===== config.mk =====
export PLATFORM = sky130hd
export DESIGN_NAME = id_stage
export DESIGN_NICKNAME = d
export VERILOG_FILES = /design/src/isa_pkg.sv /design/src/pipe_pkg.sv /design/src/id_stage.sv
export VERILOG_INCLUDE_DIRS = /design/src /design/src/src
export SDC_FILE = /design/constraint.sdc
export NUM_CORES = 1
export LEC_CHECK = 0
export BUFFER_PORTS_ARGS = -buffer_cell sky130_fd_sc_hd__buf_2
export CORE_AREA = 2 2 112 141
export CTS_CLUSTER_SIZE = 14
export DETAILED_ROUTE_END_ITERATION = 12
export DIE_AREA = 0 0 114 143
export GPL_TIMING_DRIVEN = 0
export PLACE_DENSITY = 0.7
export SLEW_MARGIN = 20
export SYNTH_ARGS = -nofsm -noshare
export SYNTH_HDL_FRONTEND = slang
export SYNTH_SLANG_ARGS = --single-unit

===== constraint.sdc =====
create_clock -name clk -period 7.4 [get_ports clk]
set_clock_uncertainty 0.15 [all_clocks]
set_input_delay 2.22 -clock clk [delete_from_list [all_inputs] [get_ports clk]]
set_output_delay 2.22 -clock clk [all_outputs]
set_load 0.05 [all_outputs]

===== src/cpu_consts.svh =====
`ifndef CPU_CONSTS_SVH
`define CPU_CONSTS_SVH

`define DATA_W      32  // datapath width
`define RF_ADDR_W   5
`define OPCODE_W    5
`define ALU_OP_W    11  // one-hot alu control
`define DRAM_AW     8   // 256 words of data ram
`define MUL_CYCLES  4   // ex cycles spent on a mul

// bit positions inside the one-hot alu control
`define ALU_ADD     0
`define ALU_SUB     1
`define ALU_AND     2
`define ALU_OR      3
`define ALU_XOR     4
`define ALU_SLL     5
`define ALU_SRL     6
`define ALU_SRA     7
`define ALU_SLT     8
`define ALU_SLTU    9
`define ALU_MUL     10

`endif


===== src/isa_pkg.sv =====
`include "cpu_consts.svh"

package isa_pkg;

    typedef logic [`DATA_W-1:0]    word_t;
    typedef logic [`RF_ADDR_W-1:0] rf_addr_t;

    // numbering is what the instruction records carry
    typedef enum logic [`OPCODE_W-1:0] {
        OP_ADD,
        OP_SUB,
        OP_AND,
        OP_OR,
        OP_XOR,
        OP_SLL,
        OP_SRL,
        OP_SRA,
        OP_SLT,
        OP_SLTU,
        OP_MUL,
        OP_LD_B,
        OP_LD_H,
        OP_LD_W,
        OP_LD_BU,
        OP_LD_HU,
        OP_ST_B,
        OP_ST_H,
        OP_ST_W
    } opcode_e;

    typedef enum logic [1:0] {
        MW_BYTE,
        MW_HALF,
        MW_WORD
    } mem_width_e;

endpackage


===== src/pipe_pkg.sv =====
`include "cpu_consts.svh"

package pipe_pkg;

    typedef logic [`ALU_OP_W-1:0] alu_op_t;   // one-hot
    typedef logic [3:0]           byte_en_t;  // one bit per byte lane
    typedef logic [`DRAM_AW-1:0]  sram_addr_t; // word address

    // iterative multiplier sequencing
    typedef enum logic [1:0] {
        MUL_IDLE,
        MUL_BUSY,
        MUL_DONE
    } mul_state_e;

endpackage


===== src/id_stage.sv =====
`timescale 1ns/100ps
`include "cpu_consts.svh"

module id_stage (
    input  logic                 clk,
    input  logic                 resetn,
    input  logic                 in_valid,
    input  isa_pkg::opcode_e     in_op,
    input  isa_pkg::word_t       in_src1,
    input  isa_pkg::word_t       in_src2,
    input  isa_pkg::word_t       in_st_data,
    input  isa_pkg::rf_addr_t    in_rd,
    input  isa_pkg::word_t       in_pc,
    output logic                 in_allowin,
    input  logic                 ex_allowin,
    output logic                 id_to_ex_valid,
    output pipe_pkg::alu_op_t    id_alu_op,
    output isa_pkg::word_t       id_src1,
    output isa_pkg::word_t       id_src2,
    output isa_pkg::word_t       id_st_data,
    output logic                 id_mem_rd,
    output logic                 id_mem_wr,
    output isa_pkg::mem_width_e  id_mem_width,
    output logic                 id_ld_unsigned,
    output logic                 id_rf_we,
    output isa_pkg::rf_addr_t    id_rd,
    output isa_pkg::word_t       id_pc
);

    logic             id_valid;
    isa_pkg::opcode_e id_op;

    // decode is combinational, so id is always ready to go
    assign in_allowin     = ~id_valid | ex_allowin;
    assign id_to_ex_valid = id_valid;

    always_ff @(posedge clk) begin
        if (!resetn) begin
            id_valid <= 1'b0;
        end else if (in_allowin) begin
            id_valid <= in_valid;
        end
    end

    always_ff @(posedge clk) begin
        if (in_valid && in_allowin) begin
            id_op      <= in_op;
            id_src1    <= in_src1;
            id_src2    <= in_src2;
            id_st_data <= in_st_data;
            id_rd      <= in_rd;
            id_pc      <= in_pc;
        end
    end

    always_comb begin
        id_alu_op    = '0;
        id_mem_rd    = 1'b0;
        id_mem_wr    = 1'b0;
        id_mem_width = isa_pkg::MW_WORD;
        case (id_op)
            isa_pkg::OP_ADD:  id_alu_op[`ALU_ADD]  = 1'b1;
            isa_pkg::OP_SUB:  id_alu_op[`ALU_SUB]  = 1'b1;
            isa_pkg::OP_AND:  id_alu_op[`ALU_AND]  = 1'b1;
            isa_pkg::OP_OR:   id_alu_op[`ALU_OR]   = 1'b1;
            isa_pkg::OP_XOR:  id_alu_op[`ALU_XOR]  = 1'b1;
            isa_pkg::OP_SLL:  id_alu_op[`ALU_SLL]  = 1'b1;
            isa_pkg::OP_SRL:  id_alu_op[`ALU_SRL]  = 1'b1;
            isa_pkg::OP_SRA:  id_alu_op[`ALU_SRA]  = 1'b1;
            isa_pkg::OP_SLT:  id_alu_op[`ALU_SLT]  = 1'b1;
            isa_pkg::OP_SLTU: id_alu_op[`ALU_SLTU] = 1'b1;
            isa_pkg::OP_MUL:  id_alu_op[`ALU_MUL]  = 1'b1;
            isa_pkg::OP_LD_B, isa_pkg::OP_LD_BU: begin
                id_mem_rd    = 1'b1;
                id_mem_width = isa_pkg::MW_BYTE;
            end
            isa_pkg::OP_LD_H, isa_pkg::OP_LD_HU: begin
                id_mem_rd    = 1'b1;
                id_mem_width = isa_pkg::MW_HALF;
            end
            isa_pkg::OP_LD_W: id_mem_rd = 1'b1;
            isa_pkg::OP_ST_B: begin
                id_mem_wr    = 1'b1;
                id_mem_width = isa_pkg::MW_BYTE;
            end
            isa_pkg::OP_ST_H: begin
                id_mem_wr    = 1'b1;
                id_mem_width = isa_pkg::MW_HALF;
            end
            isa_pkg::OP_ST_W: id_mem_wr = 1'b1;
            default: ;
        endcase
        if (id_mem_rd || id_mem_wr) begin
            id_alu_op[`ALU_ADD] = 1'b1; // address = src1 + src2
        end
    end

    assign id_ld_unsigned = (id_op == isa_pkg::OP_LD_BU) || (id_op == isa_pkg::OP_LD_HU);
    assign id_rf_we       = ~id_mem_wr; // stores write no register

endmodule


==> impl_metrics.json <==
{
  "routabilityCongestion": 0.792,
  "crit_path_max_fanout": 3,
  "grt_first_pass_wirelength_um": 16400,
  "antenna_found_initial": 0,
  "dr.first_iter.drc_count": 125,
  "arrival_ns": 2.69,
  "cts_max_path_buffers": 2,
  "synth_area_um2": 4410,
  "antenna_left": 0,
  "vias": 2951,
  "peakVddDrop_mv": 0.176,
  "cts_buffers": 17,
  "path_buf_inv": 2,
  "yosysWarnings": 0,
  "dp_hpwl_um": 9030,
  "die_w_um": 114,
  "antenna_cells": 0,
  "clkSinkCount": 139,
  "fp.dieArea_um2": 16300,
  "routed_wl_um": 11600,
  "path_cells": "buf_2 > nand2b_1 > buf_2",
  "cp_top_family": "buffers and inverters",
  "syn_inst": 182,
  "area_growth_pct": 52.6,
  "cts_tree": "built",
  "avgRoutedWirePerCell_um": 16.8,
  "max_cap_violations": 0,
  "start_util_pct": 29.6,
  "worst_ep_required_time_ns": 5.03,
  "layout_worst_path_cycle_share_pct": 68.4,
  "clk_pin_slew_worst_paths_ns": 0.06,
  "cts-root-buf": "clkbuf_16",
  "drv_slew": 0,
  "holdCritStartpoint": "id_to_ex_valid",
  "worst_slack_ns": 2.34,
  "fin_crit_ns": 5.06,
  "dr.pass1.iters": 4,
  "cts_resized": 0,
  "hold_buffers": 0,
  "grtUsageMet2_pct": 23.2,
  "first_global_vias": 3085,
  "ios": 294,
  "cp-end-kind": "primary output",
  "fin_setup_tns_ns": 0,
  "rrSetupSlack_ns": 5.79,
  "avgSynthCellArea_um2": 24.3,
  "yosysSeqAreaShare_pct": 94.3,
  "crit_slowest_cell": "buf_2",
  "die_h_um": 143,
  "tightest_slew_ns": 0.410,
  "p_leak_nw": 2.93,
  "cp-start-kind": "input pin",
  "grt_util_met3_pct": 7.17,
  "finalHoldViolations": 0,
  "route.detailed.drc": 0,
  "cts_htree_levels": 4,
  "dp.cells": 659,
  "gr-total-overflow": 0,
  "cpMostUsedCell": "buf_2",
  "ys_ff_latch": 139,
  "fin_nets": 638,
  "io_buffers": 293,
  "gr-usage-met1_pct": 14.0,
  "layout-drive-gt1-share_pct": 65.7,
  "synth_fp_nets": 324,
  "cp_slowest_stage_delay_ns": 0.22,
  "power_mw": 2.03,
  "status": "finished clean",
  "n_fill_cell": 1326,
  "grt_util_all_layers_pct": 13.7,
  "grt_max_degree": 63,
  "cp-startpoint": "ex_allowin",
  "clk_latency_ns": 0.40,
  "slew_headroom_pct": 72.4,
  "grt_setup_unrepaired": "no",
  "r2r_start": "id_to_ex_valid",
  "grt-busiest-layer": "met2",
  "viasPerCell": 4.28,
  "place_ws_ns": 2.34,
  "setup_viol": 0,
  "hold_path.class": "register to register",
  "rows": 50,
  "hold_slack_ns": 0.400,
  "coreArea_um2": 14900,
  "max_freq_mhz": 198,
  "stdcell_count": 690,
  "post_cts_buffers": 0,
  "p_per_area_nw_per_um2": 301,
  "synth.distinct_cells": 23,
  "crit_type": "input pin to primary output"
}
==> worst reg2reg max path, cell delays in order (launching register included) <==
cell and delay [ns]:
dfxtp_1 0.31, nand2b_1 0.10, and2_4 0.36, buf_16 0.32
==> layout make-up <==
| class | instances | area [um2] | area share [%] |
|---|---|---|---|
| flip-flops and latches | 139 | 4160 | 61.8 |
| clock inverters | 14 | 146 | 2.17 |
| well taps | 182 | 228 | 3.38 |
| inverters | 3 | 11.3 | 0.167 |
| clock buffers | 17 | 425 | 6.31 |
| repair buffers | 295 | 1520 | 22.6 |
| plain buffers | 5 | 31.3 | 0.464 |
| multi-input cells | 35 | 210 | 3.12 |
==> stage by stage <==
stage / util (%) / instance area (um2)
2_1_floorplan: - / 4410
3_3_place_gp: 41.0 / 6110
3_5_place_dp: 41.4 / 6170
4_1_cts: 45.3 / 6740
5_1_grt: 45.3 / 6740
6_report: 45.3 / 6740
==> power breakdown <==
part | switching (mW) | internal [mW]
clock | 0.319 | 0.495
combinational | 0.219 | 0.0648
sequential | 0.0112 | 0.921
total | 0.549 | 1.48
==> metal layers <==
| layer | share of wire (%) | vias to the layer above |
|---|---|---|
| li1 | - | 1350 |
| met1 | 34 | 1415 |
| met2 | 53 | 170 |
| met3 | 10 | 16 |
| met4 | 2.0 | 0 |
| met5 | 0 | - |
==> cell usage after synthesis (all sizes together) <==
library cell  instances  area share, %
and2b                 1           0.17
nor3                  3           0.34
and2                  1           0.14
inv                   3           0.26
o32ai                 1           0.37
and3                  1           0.14
nand3                 1           0.11
a21boi                1           0.17
dfxtp                 1           0.45
mux2i                 1           0.23
edfxtp              138             94
a21oi                 1           0.11
buf                   5           0.71
nand4                 1           0.14
nand2b                6           0.85
nand2                 4           0.34
nor4                  3           0.43
maj3                  1           0.26
o22a                  1           0.20
o21ai                 1           0.11
nor2                  7           0.60
==> flip-flops by register name, summed over array words and instances (netlist names) <==
name,count
id_to_ex_valid,1
id_st_data,32
id_rd,5
id_src1,32
id_op,5
id_src2,32
id_pc,32
==> placed cells by master (no fill, tap or decap), types with 2 or more instances in the layout <==
cell          n
edfxtp_1    138
nor3_1        3
buf_16        2
clkinv_2      3
nor4_1        3
bufinv_16     2
clkinvlp_4    2
inv_6         3
buf_2       297
inv_1         2
clkinv_4      3
nand2b_1      6
nand2_1       4
clkbuf_16    17
nor2_1        7
==> kinds of logic (layout without fill, tap and decap cells) <==
family	Yosys count	in the layout	synth area share, %
flip-flops	139	139	94.3
AND/OR/NAND/NOR	28	28	3.26
buffers and inverters	8	334	0.964
AO/OA/AOI/OAI	5	5	0.964
adder cells (fa/ha/maj)	1	1	0.255
multiplexers	1	1	0.227
==> path summary, 6_finish.rpt <==
check | end | depth (start not counted)
worst max-delay path | in_allowin | 3
worst min-delay path | id_to_ex_valid | 2
worst max register to register | id_src2[21] | 3
worst min register to register | id_to_ex_valid | 2
Power figures use the tool's default switching activity.
