File: src/cpu_consts.svh
`ifndef CPU_CONSTS_SVH
`define CPU_CONSTS_SVH

`define DATA_W      32  // datapath width
`define RF_ADDR_W   5
`define OPCODE_W    5
`define ALU_OP_W    11  // one-hot alu control
`define DRAM_AW     8   // 256 words of data ram
`define MUL_CYCLES  4   // ex cycles spent on a mul

// bit positions inside the one-hot alu control
`define ALU_ADD     0
`define ALU_SUB     1
`define ALU_AND     2
`define ALU_OR      3
`define ALU_XOR     4
`define ALU_SLL     5
`define ALU_SRL     6
`define ALU_SRA     7
`define ALU_SLT     8
`define ALU_SLTU    9
`define ALU_MUL     10

`endif

File: src/isa_pkg.sv
`include "cpu_consts.svh"

package isa_pkg;

    typedef logic [`DATA_W-1:0]    word_t;
    typedef logic [`RF_ADDR_W-1:0] rf_addr_t;

    // numbering is what the instruction records carry
    typedef enum logic [`OPCODE_W-1:0] {
        OP_ADD,
        OP_SUB,
        OP_AND,
        OP_OR,
        OP_XOR,
        OP_SLL,
        OP_SRL,
        OP_SRA,
        OP_SLT,
        OP_SLTU,
        OP_MUL,
        OP_LD_B,
        OP_LD_H,
        OP_LD_W,
        OP_LD_BU,
        OP_LD_HU,
        OP_ST_B,
        OP_ST_H,
        OP_ST_W
    } opcode_e;

    typedef enum logic [1:0] {
        MW_BYTE,
        MW_HALF,
        MW_WORD
    } mem_width_e;

endpackage

File: src/mem_stage.sv
`timescale 1ns/100ps
`include "cpu_consts.svh"

module mem_stage (
    input  logic                 clk,
    input  logic                 resetn,
    input  logic                 ex_to_mem_valid,
    input  isa_pkg::word_t       ex_pc,
    input  logic                 ex_rf_we,
    input  isa_pkg::rf_addr_t    ex_rd,
    input  isa_pkg::word_t       ex_alu_result,
    input  logic                 ex_mem_rd,
    input  isa_pkg::mem_width_e  ex_mem_width,
    input  logic                 ex_ld_unsigned,
    output logic                 mem_allowin,
    input  isa_pkg::word_t       data_sram_rdata,
    input  logic                 out_allowin,
    output logic                 wb_valid,
    output isa_pkg::word_t       wb_pc,
    output logic                 wb_rf_we,
    output isa_pkg::rf_addr_t    wb_rd,
    output isa_pkg::word_t       wb_rf_wdata
);

    logic                mem_valid;
    isa_pkg::word_t      mem_alu_result;
    logic                mem_ld;
    isa_pkg::mem_width_e mem_width;
    logic                mem_unsigned;
    logic [7:0]          ld_byte;
    logic [15:0]         ld_half;
    isa_pkg::word_t      ld_data;

    assign mem_allowin = ~mem_valid | out_allowin;
    assign wb_valid    = mem_valid;

    always_ff @(posedge clk) begin
        if (!resetn) begin
            mem_valid <= 1'b0;
        end else if (mem_allowin) begin
            mem_valid <= ex_to_mem_valid;
        end
    end

    always_ff @(posedge clk) begin
        if (ex_to_mem_valid && mem_allowin) begin
            wb_pc          <= ex_pc;
            wb_rf_we       <= ex_rf_we;
            wb_rd          <= ex_rd;
            mem_alu_result <= ex_alu_result;
            mem_ld         <= ex_mem_rd;
            mem_width      <= ex_mem_width;
            mem_unsigned   <= ex_ld_unsigned;
        end
    end

    // ram output holds until the next request, which only comes with the next transfer in
    assign ld_byte = data_sram_rdata[{mem_alu_result[1:0], 3'b000} +: 8];
    assign ld_half = data_sram_rdata[{mem_alu_result[1], 4'b0000} +: 16];

    always_comb begin
        case (mem_width)
            isa_pkg::MW_BYTE: ld_data = {{24{~mem_unsigned & ld_byte[7]}}, ld_byte};
            isa_pkg::MW_HALF: ld_data = {{16{~mem_unsigned & ld_half[15]}}, ld_half};
            default:          ld_data = data_sram_rdata;
        endcase
    end

    assign wb_rf_wdata = mem_ld ? ld_data : mem_alu_result;

    a_wb_hold: assert property (@(posedge clk) disable iff (!resetn)
        (wb_valid && !out_allowin) |=> (wb_valid && $stable(wb_rf_wdata)));

endmodule

File: config.mk
export PLATFORM = sky130hd
export DESIGN_NAME = mem_stage
export DESIGN_NICKNAME = d
export VERILOG_FILES = /design/src/isa_pkg.sv /design/src/mem_stage.sv
export VERILOG_INCLUDE_DIRS = /design/src /design/src/src
export SDC_FILE = /design/constraint.sdc
export NUM_CORES = 1
export LEC_CHECK = 0
export CORE_MARGIN = 2
export CORE_UTILIZATION = 55
export DETAILED_ROUTE_END_ITERATION = 12
export DONT_BUFFER_PORTS = 1
export PLACE_DENSITY = 0.73
export SLEW_MARGIN = 10
export SYNTH_ARGS = -nofsm -noshare
export SYNTH_HDL_FRONTEND = slang
export SYNTH_SLANG_ARGS = --single-unit
File: constraint.sdc
create_clock -name clk -period 2.4 [get_ports clk]
set_input_delay 0.24 -clock clk [delete_from_list [all_inputs] [get_ports clk]]
set_output_delay 0.24 -clock clk [all_outputs]
set_load 0.01 [all_outputs]
==> flow_metrics.env, run 1 <==
export IMPL_cpPeakStageDelay_ns=0.63
export IMPL_antenna_found_initial=0
export IMPL_drv_cap=0
export IMPL_post_place_cells=300
export IMPL_core_area_mm2=0.005574
export IMPL_final_area_mm2=0.004370
export IMPL_grt_max_degree=32
export IMPL_synth_top_area_share=0.6940
export IMPL_synth_distinct_cells=36
export IMPL_synth_area_mm2=0.003202
export IMPL_rows=27
export IMPL_crit_start="mem_width[0]"
export IMPL_period_needed_ns=2.317
export IMPL_viasPerCell=6.168
export IMPL_skew_ns=0.009013
export IMPL_worstPathMaxFanout=15
export IMPL_insertedDiodeCount=0
export IMPL_slew_headroom=0.6389
export IMPL_rrSetupSlack_ns=0.77
export IMPL_placed_cell_area_mm2=0.003383
export IMPL_routedWlPerCell_um=23.34
export IMPL_status="finished, final reports clean"
export IMPL_start_util=0.5744
export IMPL_placement_io_buffers=0
export IMPL_grt_usage=0.2844
export IMPL_avgSynthCellArea_um2=14.29
export IMPL_firstDrtPassIters=5
export IMPL_critPathLaunchType="flop"
export IMPL_gp_congestion=0.8165
export IMPL_path_cells="nor3b_4 > a21oi_1 > a211oi_1 > buf_4"
export IMPL_drv_slew=0
export IMPL_io_pins=182
export IMPL_synth_seq_cells=75
export IMPL_hold_viol=0
export IMPL_synth_top_cell_by_area="edfxtp_1"
export IMPL_nNetsFinal=432
export IMPL_grt_setup_unrepaired="yes"
export IMPL_hp_class="input pin to flop"
export IMPL_wl_met2_um=4711
export IMPL_n_fill_cell=339
export IMPL_vdd_ir_drop_max_uv=533.8
export IMPL_numClockSinks=75
export IMPL_numCtsBuffers=9
export IMPL_synthCells=224
export IMPL_highest_layer="met4"
export IMPL_r2r_end="wb_pc[11]"
export IMPL_seq_area_frac_synth=0.7003
export IMPL_min_to="wb_valid"
export IMPL_hold_depth=2
export IMPL_hp_start="ex_to_mem_valid"
export IMPL_setup_worst_path_class="flop to output port"
export IMPL_fp_dieH_um=80.30
export IMPL_wl_um=9314
export IMPL_cts_tree="done"
export IMPL_total_leakage_power_nw=1.590
export IMPL_reg2regPathDepth=3
export IMPL_max_freq_ghz=0.4315
export IMPL_syn_num_nets=334
export IMPL_root_buffer="clkbuf_8"
export IMPL_wl_met3_um=1156
export IMPL_tightest_slew_ns=0.5416
export IMPL_setup_tns_ns=0
export IMPL_endpoint_kind="output port"
export IMPL_drtAntennaViolNets=0
export IMPL_clk_pin_slew_ns=0.08
export IMPL_grt_pass1_wl_um=13030
export IMPL_num_vias=2461
export IMPL_remaining_drc_errors=0
export IMPL_crit_family="flip-flops"
export IMPL_reg2reg_from="wb_valid"
export IMPL_overflow=0
export IMPL_die_width_um=80.30
export IMPL_power_density_mw_per_mm2=653.3
export IMPL_area_growth_pct=36.50
export IMPL_critPathRequiredTime_ns=2.16
export IMPL_die_area_mm2=0.006448
export IMPL_critPathBufInv=1
export IMPL_cts_htree_levels=3
export IMPL_dp_hpwl_um=5537
export IMPL_clk_latency_ns=0.34
export IMPL_synth_warning_count=0
export IMPL_final_setup_viol_count=0
export IMPL_crit_arrival_ns=2.08
export IMPL_drt_iter0_drc=255
export IMPL_slowest_stage="edfxtp_1"
export IMPL_wl_met1_um=3269
export IMPL_grt_pass1_vias=2420
export IMPL_period_share=0.9656
export IMPL_synthTopCellsByArea="edfxtp_1, a22oi_1, mux2_2, o21ai_0, a21oi_1"
export IMPL_cts_buffer_depth=2
export IMPL_final_cells=399
export IMPL_drive_gt1_frac=0.1865
[worst max path at each step]
stage	cells after the start	slack, ns	end
global placement	4	0.35	wb_rf_wdata[1]
CTS	4	0.04	wb_rf_wdata[1]
detailed placement	4	0.26	wb_rf_wdata[28]
global route	5	-0.01	wb_rf_wdata[1]
finish	4	0.08	wb_rf_wdata[1]
floorplan	2	0.52	mem_alu_result[0]
[metrics by stage]
step / worst slack, ns / utilization / power (mW) / hold WS [ns]
floorplan: 0.5250 / - / 1.803 / 0.3389
detailed placement: 0.2647 / 0.6070 / 1.893 / 0.3389
global route: -0.01493 / 0.7841 / 2.962 / 0.03027
CTS: 0.03672 / 0.7767 / 2.819 / 0.02083
finish: 0.08266 / 0.7841 / 2.855 / 0.04906
global placement: 0.3473 / 0.6070 / 1.888 / 0.3389
[area by class of cell]
cell class | instances | area [um^2] | share of cell area
sequential | 75 | 2242 | 0.5130
clock buffer | 10 | 127.6 | 0.02920
clock inverter | 6 | 40.04 | 0.009161
multi-input combinational | 127 | 877.1 | 0.2007
timing repair buffer | 103 | 970.9 | 0.2222
inverter | 6 | 22.52 | 0.005153
tap | 72 | 90.09 | 0.02061
[Yosys cell counts (all sizes together)]
cell    count
clkbuf     11
a21oi      15
nand3b      1
a221oi      6
buf         5
o21ai      19
nor2        7
o22ai       7
nor3b       1
and4b       1
edfxtp     74
nor2b       5
or2         1
nand2b      4
a22oi      15
nand3       3
and2        3
a211oi      4
or3         1
mux2i       1
nand2       9
o221ai      3
nor3        2
o31ai       1
dfxtp       1
mux4        1
and3b       6
inv         6
a21boi      1
mux2        9
a31oi       1
[state kept, by name, summed over array words and instances (netlist names)]
| name | flops |
|---|---|
| mem_alu_result | 32 |
| mem_ld | 1 |
| mem_unsigned | 1 |
| mem_width | 2 |
| wb_pc | 32 |
| wb_rd | 5 |
| wb_rf_we | 1 |
| wb_valid | 1 |
[timing repair]
action / in CTS / in global routing
pin swaps: 1 / 0
hold endpoints to repair: 74 / 0
setup endpoints to repair: 17 / 10
resized for setup: 0 / 2
hold buffers: 74 / 0
setup buffers: 5 / 4
[where the power goes]
group	internal (mW)	leakage (nW)	switching, mW
logic	0.201	0.779	0.200
registers	1.53	0.724	0.0623
clock network	0.376	0.0864	0.484
[kinds of logic (layout without fill, tap and decap cells)]
group                  Yosys count  count (layout)  share of synthesized area
buffers and inverters           22             125                    0.03009
AND/OR/NAND/NOR                 44              44                    0.07972
AO/OA/AOI/OAI                   72              72                     0.1481
flip-flops                      75              75                     0.7003
multiplexers                    11              11                    0.04181
[per-layer routing]
metal	vias up	track usage
li1	1074	-
met1	1172	0.3295
met2	193	0.4883
met3	22	0.1112
met4	0	0.08475
met5	-	0
[cells in the final DEF, fill, tap and decap left out, drive strengths merged, types with 5 or more instances in the layout]
cell type    netlist  layout
a21oi             15      15
buf                5      29
o21ai             19      19
clkbuf            11      10
nor2b              5       5
a22oi             15      15
nand2              9       9
a221oi             6       6
mux2               9       9
and3b              6       6
o22ai              7       7
dlygate4sd3        0      74
edfxtp            74      74
inv                6       7
nor2               7       7
Note: power is estimated with default switching activity, not from simulation.
==> inputs of run 2 (changes only) <==
CORE_UTILIZATION = 30   (was 55)
PLACE_DENSITY = not set   (was 0.73)
==> run 2 against run 1 <==
  * Final area up 2.9%
  * Clock skew down 0.0013 ns
  * Setup slack better by 0.063 ns
==> flow_metrics.env, run 2 (synthesis results as in run 1) <==
export IMPL_core_area_mm2=0.01032
export IMPL_hp_start="ex_to_mem_valid"
export IMPL_gp_congestion=0.8226
export IMPL_insertedDiodeCount=0
export IMPL_power_density_mw_per_mm2=662.2
export IMPL_p_seq_frac=0.533
export IMPL_placement_io_buffers=0
export IMPL_drive_gt1_frac=0.1927
export IMPL_routedWlPerCell_um=20.74
export IMPL_drv_slew=0
export IMPL_status="finished, final reports clean"
export IMPL_multi_input_area_um2=883.3
export IMPL_cts_tree="done"
export IMPL_num_vias=2347
export IMPL_skew_ns=0.007703
export IMPL_worstPathMaxFanout=13
export IMPL_p_sw_mw=0.7576
export IMPL_grt_setup_unrepaired="yes"
export IMPL_wl_met3_um=942
export IMPL_clk_pin_slew_ns=0.08
export IMPL_viasPerCell=5.069
export IMPL_drtAntennaViolNets=0
export IMPL_cts_buffer_depth=2
export IMPL_numCtsBuffers=9
export IMPL_p_int_mw=2.222
export IMPL_post_place_cells=369
export IMPL_nNetsFinal=432
export IMPL_sw_frac_of_total=0.2543
export IMPL_remaining_drc_errors=0
export IMPL_tightest_slew_ns=0.4772
export IMPL_firstDrtPassIters=4
export IMPL_grt_max_degree=43
export IMPL_wl_met1_um=3626
export IMPL_grt_pass1_vias=2563
export IMPL_grt_usage=0.1661
export IMPL_numClockSinks=75
export IMPL_critPathRequiredTime_ns=2.16
export IMPL_start_util=0.3101
export IMPL_final_cells=463
export IMPL_area_growth_pct=40.52
export IMPL_cts_htree_levels=3
export IMPL_reg2reg_from="wb_valid"
export IMPL_n_fill_cell=937
export IMPL_pwr_share_comb=0.137
export IMPL_crit_arrival_ns=2.01
export IMPL_overflow=0
export IMPL_die_width_um=107.3
export IMPL_dp_hpwl_um=6873
export IMPL_vdd_ir_drop_max_uv=365.9
export IMPL_slew_headroom=0.6818
export IMPL_pwr_share_clk=0.330
export IMPL_period_share=0.9394
export IMPL_wl_um=9604
export IMPL_wl_met2_um=4794
export IMPL_drt_iter0_drc=147
export IMPL_antenna_found_initial=0
export IMPL_drv_cap=0
export IMPL_reg_top3="mem_alu_result x32, wb_pc x32, wb_rd x5"
export IMPL_die_area_mm2=0.01152
export IMPL_total_leakage_power_nw=1.600
export IMPL_grt_pass1_wl_um=13900
export IMPL_highest_layer="met4"
export IMPL_setup_worst_path_class="flop to output port"
export IMPL_whs_ns=0.03241
export IMPL_root_buffer="clkbuf_8"
export IMPL_rows=37
export IMPL_critPathLaunchType="flop"
export IMPL_hold_viol=0
export IMPL_crit_start="mem_width[1]"
export IMPL_rrSetupSlack_ns=0.90
export IMPL_fp_dieH_um=107.3
export IMPL_max_freq_ghz=0.4435
export IMPL_layout_common_cells="dlygate4sd3_1, edfxtp_1, buf_4"
export IMPL_ff_latch_area_mm2=0.002242
export IMPL_final_setup_viol_count=0
export IMPL_hp_class="input pin to flop"
export IMPL_clk_latency_ns=0.35
export IMPL_io_pins=182
export IMPL_endpoint_kind="output port"
export IMPL_period_needed_ns=2.255
==> run 2: cell count changes in the layout (fill, tap and decap cells not counted) <==
cell | before | now
and2_1 | 2 | 1
and2_2 | 0 | 1
buf_12 | 1 | 2
buf_4 | 28 | 27
bufinv_16 | 0 | 1
clkbuf_1 | 1 | 0
clkinv_1 | 0 | 1
clkinv_2 | 3 | 0
clkinv_4 | 1 | 0
clkinvlp_4 | 1 | 3
inv_6 | 1 | 2
or3_1 | 1 | 0
or3_4 | 0 | 1
==> run 2: metrics by stage <==
stage	util	setup WS, ns	power, mW	cell area, um^2	setup TNS [ns]
6_report	0.4358	0.1454	2.979	4499	0
4_1_cts	0.4328	0.02539	2.998	4468	0
2_1_floorplan	-	0.5250	1.803	3203	0
3_3_place_gp	0.3391	0.3997	1.910	3501	0
5_1_grt	0.4358	-0.001790	3.094	4499	-0.001790
3_5_place_dp	0.3391	0.3585	1.913	3501	0
==> run 2: routing by layer <==
metal / vias to the layer above / track usage
met5: - / 0
met4: 0 / 0.07699
met3: 17 / 0.05993
met2: 143 / 0.2839
met1: 1110 / 0.1840
li1: 1077 / -
==> run 2: critical path, cell delays in order (launching register included) <==
cell and delay, ns:
edfxtp_1 0.60, nor3b_4 0.49, a21oi_1 0.13, a211oi_1 0.26, buf_4 0.17
==> run 2: power by group through the flow <==
| stage | clock [mW] | sequential (mW) | combinational (mW) |
|---|---|---|---|
| floorplan | 0 | 1.60 | 0.202 |
| global placement | 0 | 1.62 | 0.289 |
| detailed placement | 0 | 1.62 | 0.293 |
| CTS | 1.01 | 1.59 | 0.401 |
| global route | 1.05 | 1.60 | 0.442 |
| finish | 0.983 | 1.59 | 0.407 |
==> run 2: layout make-up <==
cell class                 instances  share of cell area
sequential                        75              0.4983
multi-input combinational        127              0.1963
clock inverter                     7             0.01641
timing repair buffer             103              0.2186
tap                              136             0.03782
clock buffer                       9             0.02753
inverter                           6            0.005006
==> run 2: timing repair <==
action                                  4_1_cts  5_1_grt
cloned                                        0        0
endpoints found under the hold margin        74        0
hold buffers                                 74        0
setup buffers                                 3        1
gates resized for setup                       1        3
endpoints found under the setup margin        3       19
pin swaps                                     0        1
==> run 2: worst paths after layout <==
kind,endpoint,cells after the start
max,wb_rf_wdata[1],4
min,wb_valid,2
max reg2reg,mem_alu_result[30],3
min reg2reg,wb_valid,2
==> inputs of run 3 (changes only) <==
REMOVE_ABC_BUFFERS = 1   (was not set)
==> run 3 against run 2 <==
  * Routed wire length up 3.7%
  * First-iteration DRC count down 8.8%
  * Core utilization up 0.13 points
  * Sequential share of layout area down 0.15 points
  * Critical path depth unchanged
  * Worst hold slack better by 0.0088 ns
  * Final cell count up 1.1%
  * Clock skew up 0.0013 ns
  * Clock power down 11%
  * Largest power group unchanged
  * Setup slack worse by 0.032 ns
==> flow_metrics.env, run 3 (synthesis results as in run 1) <==
export IMPL_total_power_mw=2.891
export IMPL_post_route_util=0.4372
export IMPL_rows=37
export IMPL_grt_setup_unrepaired="no"
export IMPL_grt_pass1_wl_um=14290
export IMPL_period_needed_ns=2.286
export IMPL_total_leakage_power_nw=1.613
export IMPL_n_fill_cell=915
export IMPL_cts_tree="done"
export IMPL_path_cells="mux4_2 > a211oi_4 > buf_12 > a21oi_1"
export IMPL_root_buffer="clkbuf_8"
export IMPL_max_freq_ghz=0.4374
export IMPL_dp_hpwl_um=7036
export IMPL_setup_worst_path_class="flop to output port"
export IMPL_die_area_mm2=0.01152
export IMPL_vdd_ir_drop_max_uv=433.9
export IMPL_endpoint_kind="output port"
export IMPL_setup_tns_ns=0
export IMPL_viasPerCell=5.118
export IMPL_numCtsBuffers=9
export IMPL_tightest_slew_ns=0.4003
export IMPL_routedWlPerCell_um=21.29
export IMPL_numClockSinks=75
export IMPL_start_util=0.3101
export IMPL_wl_met2_um=5006
export IMPL_insertedDiodeCount=0
export IMPL_clk_latency_ns=0.35
export IMPL_drt_iter0_drc=134
export IMPL_grt_usage=0.1705
export IMPL_drtAntennaViolNets=0
export IMPL_antenna_found_initial=0
export IMPL_grt_pass1_vias=2510
export IMPL_drive_gt1_frac=0.2048
export IMPL_cpPeakStageDelay_ns=0.58
export IMPL_nNetsFinal=437
export IMPL_area_growth_pct=40.95
export IMPL_io_pins=182
export IMPL_cts_buffer_depth=2
export IMPL_critPathRequiredTime_ns=2.16
export IMPL_hold_viol=0
export IMPL_fp_dieH_um=107.3
export IMPL_cts_htree_levels=3
export IMPL_gp_congestion=0.8550
export IMPL_wl_met3_um=1000
export IMPL_firstDrtPassIters=4
export IMPL_period_share=0.9526
export IMPL_status="finished, final reports clean"
export IMPL_remaining_drc_errors=0
export IMPL_placement_io_buffers=0
export IMPL_crit_arrival_ns=2.05
export IMPL_die_width_um=107.3
export IMPL_wl_um=9962
export IMPL_core_area_mm2=0.01032
export IMPL_wl_met1_um=3705
export IMPL_layout_common_cells="dlygate4sd3_1, edfxtp_1, buf_4"
export IMPL_final_setup_viol_count=0
export IMPL_grt_max_degree=42
export IMPL_power_density_mw_per_mm2=640.6
export IMPL_critPathLaunchType="flop"
export IMPL_reg_top3="mem_alu_result x32, wb_pc x32, wb_rd x5"
export IMPL_place_ws_ns=0.3000
export IMPL_overflow=0
export IMPL_worst_slack_ns=0.1138
export IMPL_worstPathMaxFanout=7
export IMPL_slew_headroom=0.7339
export IMPL_drv_cap=0
export IMPL_whs_ns=0.04122
export IMPL_skew_ns=0.009037
export IMPL_hp_class="input pin to flop"
export IMPL_rrSetupSlack_ns=0.86
export IMPL_num_vias=2395
export IMPL_slowest_stage="mux4_2"
export IMPL_clk_pin_slew_ns=0.09
export IMPL_drv_slew=0
export IMPL_highest_layer="met4"
[run 3: cell types whose count changed in the layout (fill, tap and decap cells not counted), sizes merged]
cell,delta
bufinv,-1
clkbuf,+1
buf,+5
[run 3: final timing paths]
check,from,endpoint,depth (start not counted)
hold reg to reg,wb_valid,wb_valid,2
setup reg to reg,wb_valid,mem_alu_result[6],3
hold / removal,ex_to_mem_valid,wb_valid,2
setup / recovery,mem_alu_result[1],wb_rf_wdata[9],4
[run 3: worst max-delay path: cells and delay by family, from the launching register on]
kind,cells,cell delay (ns)
AO/OA/AOI/OAI,2,0.42
buffers and inverters,1,0.16
flip-flops,1,0.53
multiplexers,1,0.58
[run 3: per-stage QoR]
stage,area [um^2],cells
after global placement,3531,373
after global routing,4513,468
final,4513,468
after floorplan,3128,208
after CTS,4477,465
after detailed placement,3531,373
[run 3: layer usage]
metal	GRT usage	vias up
met5	0	-
met4	0.06957	0
met3	0.06961	16
met2	0.2934	142
met1	0.1858	1149
li1	-	1088
[run 3: area by class of cell]
class	count	area (um^2)	share of cell area
inverters	6	22.52	0.004990
clock buffers	10	127.6	0.02828
flip-flops and latches	75	2242	0.4968
multi-input cells	127	877.1	0.1943
repair buffers	108	1025	0.2271
well taps	136	170.2	0.03770
clock inverters	6	48.80	0.01081
[run 3: what timing repair did]
item,CTS,global route
hold buffers,74,0
resized for setup,1,3
setup endpoints to repair,21,16
gates cloned,0,0
hold endpoints to repair,74,0
pin swaps,1,1
setup buffers,2,3
[run 3: where the power goes]
part	internal [mW]	switching, mW
logic	0.213	0.207
registers	1.53	0.0604
clock network	0.384	0.495
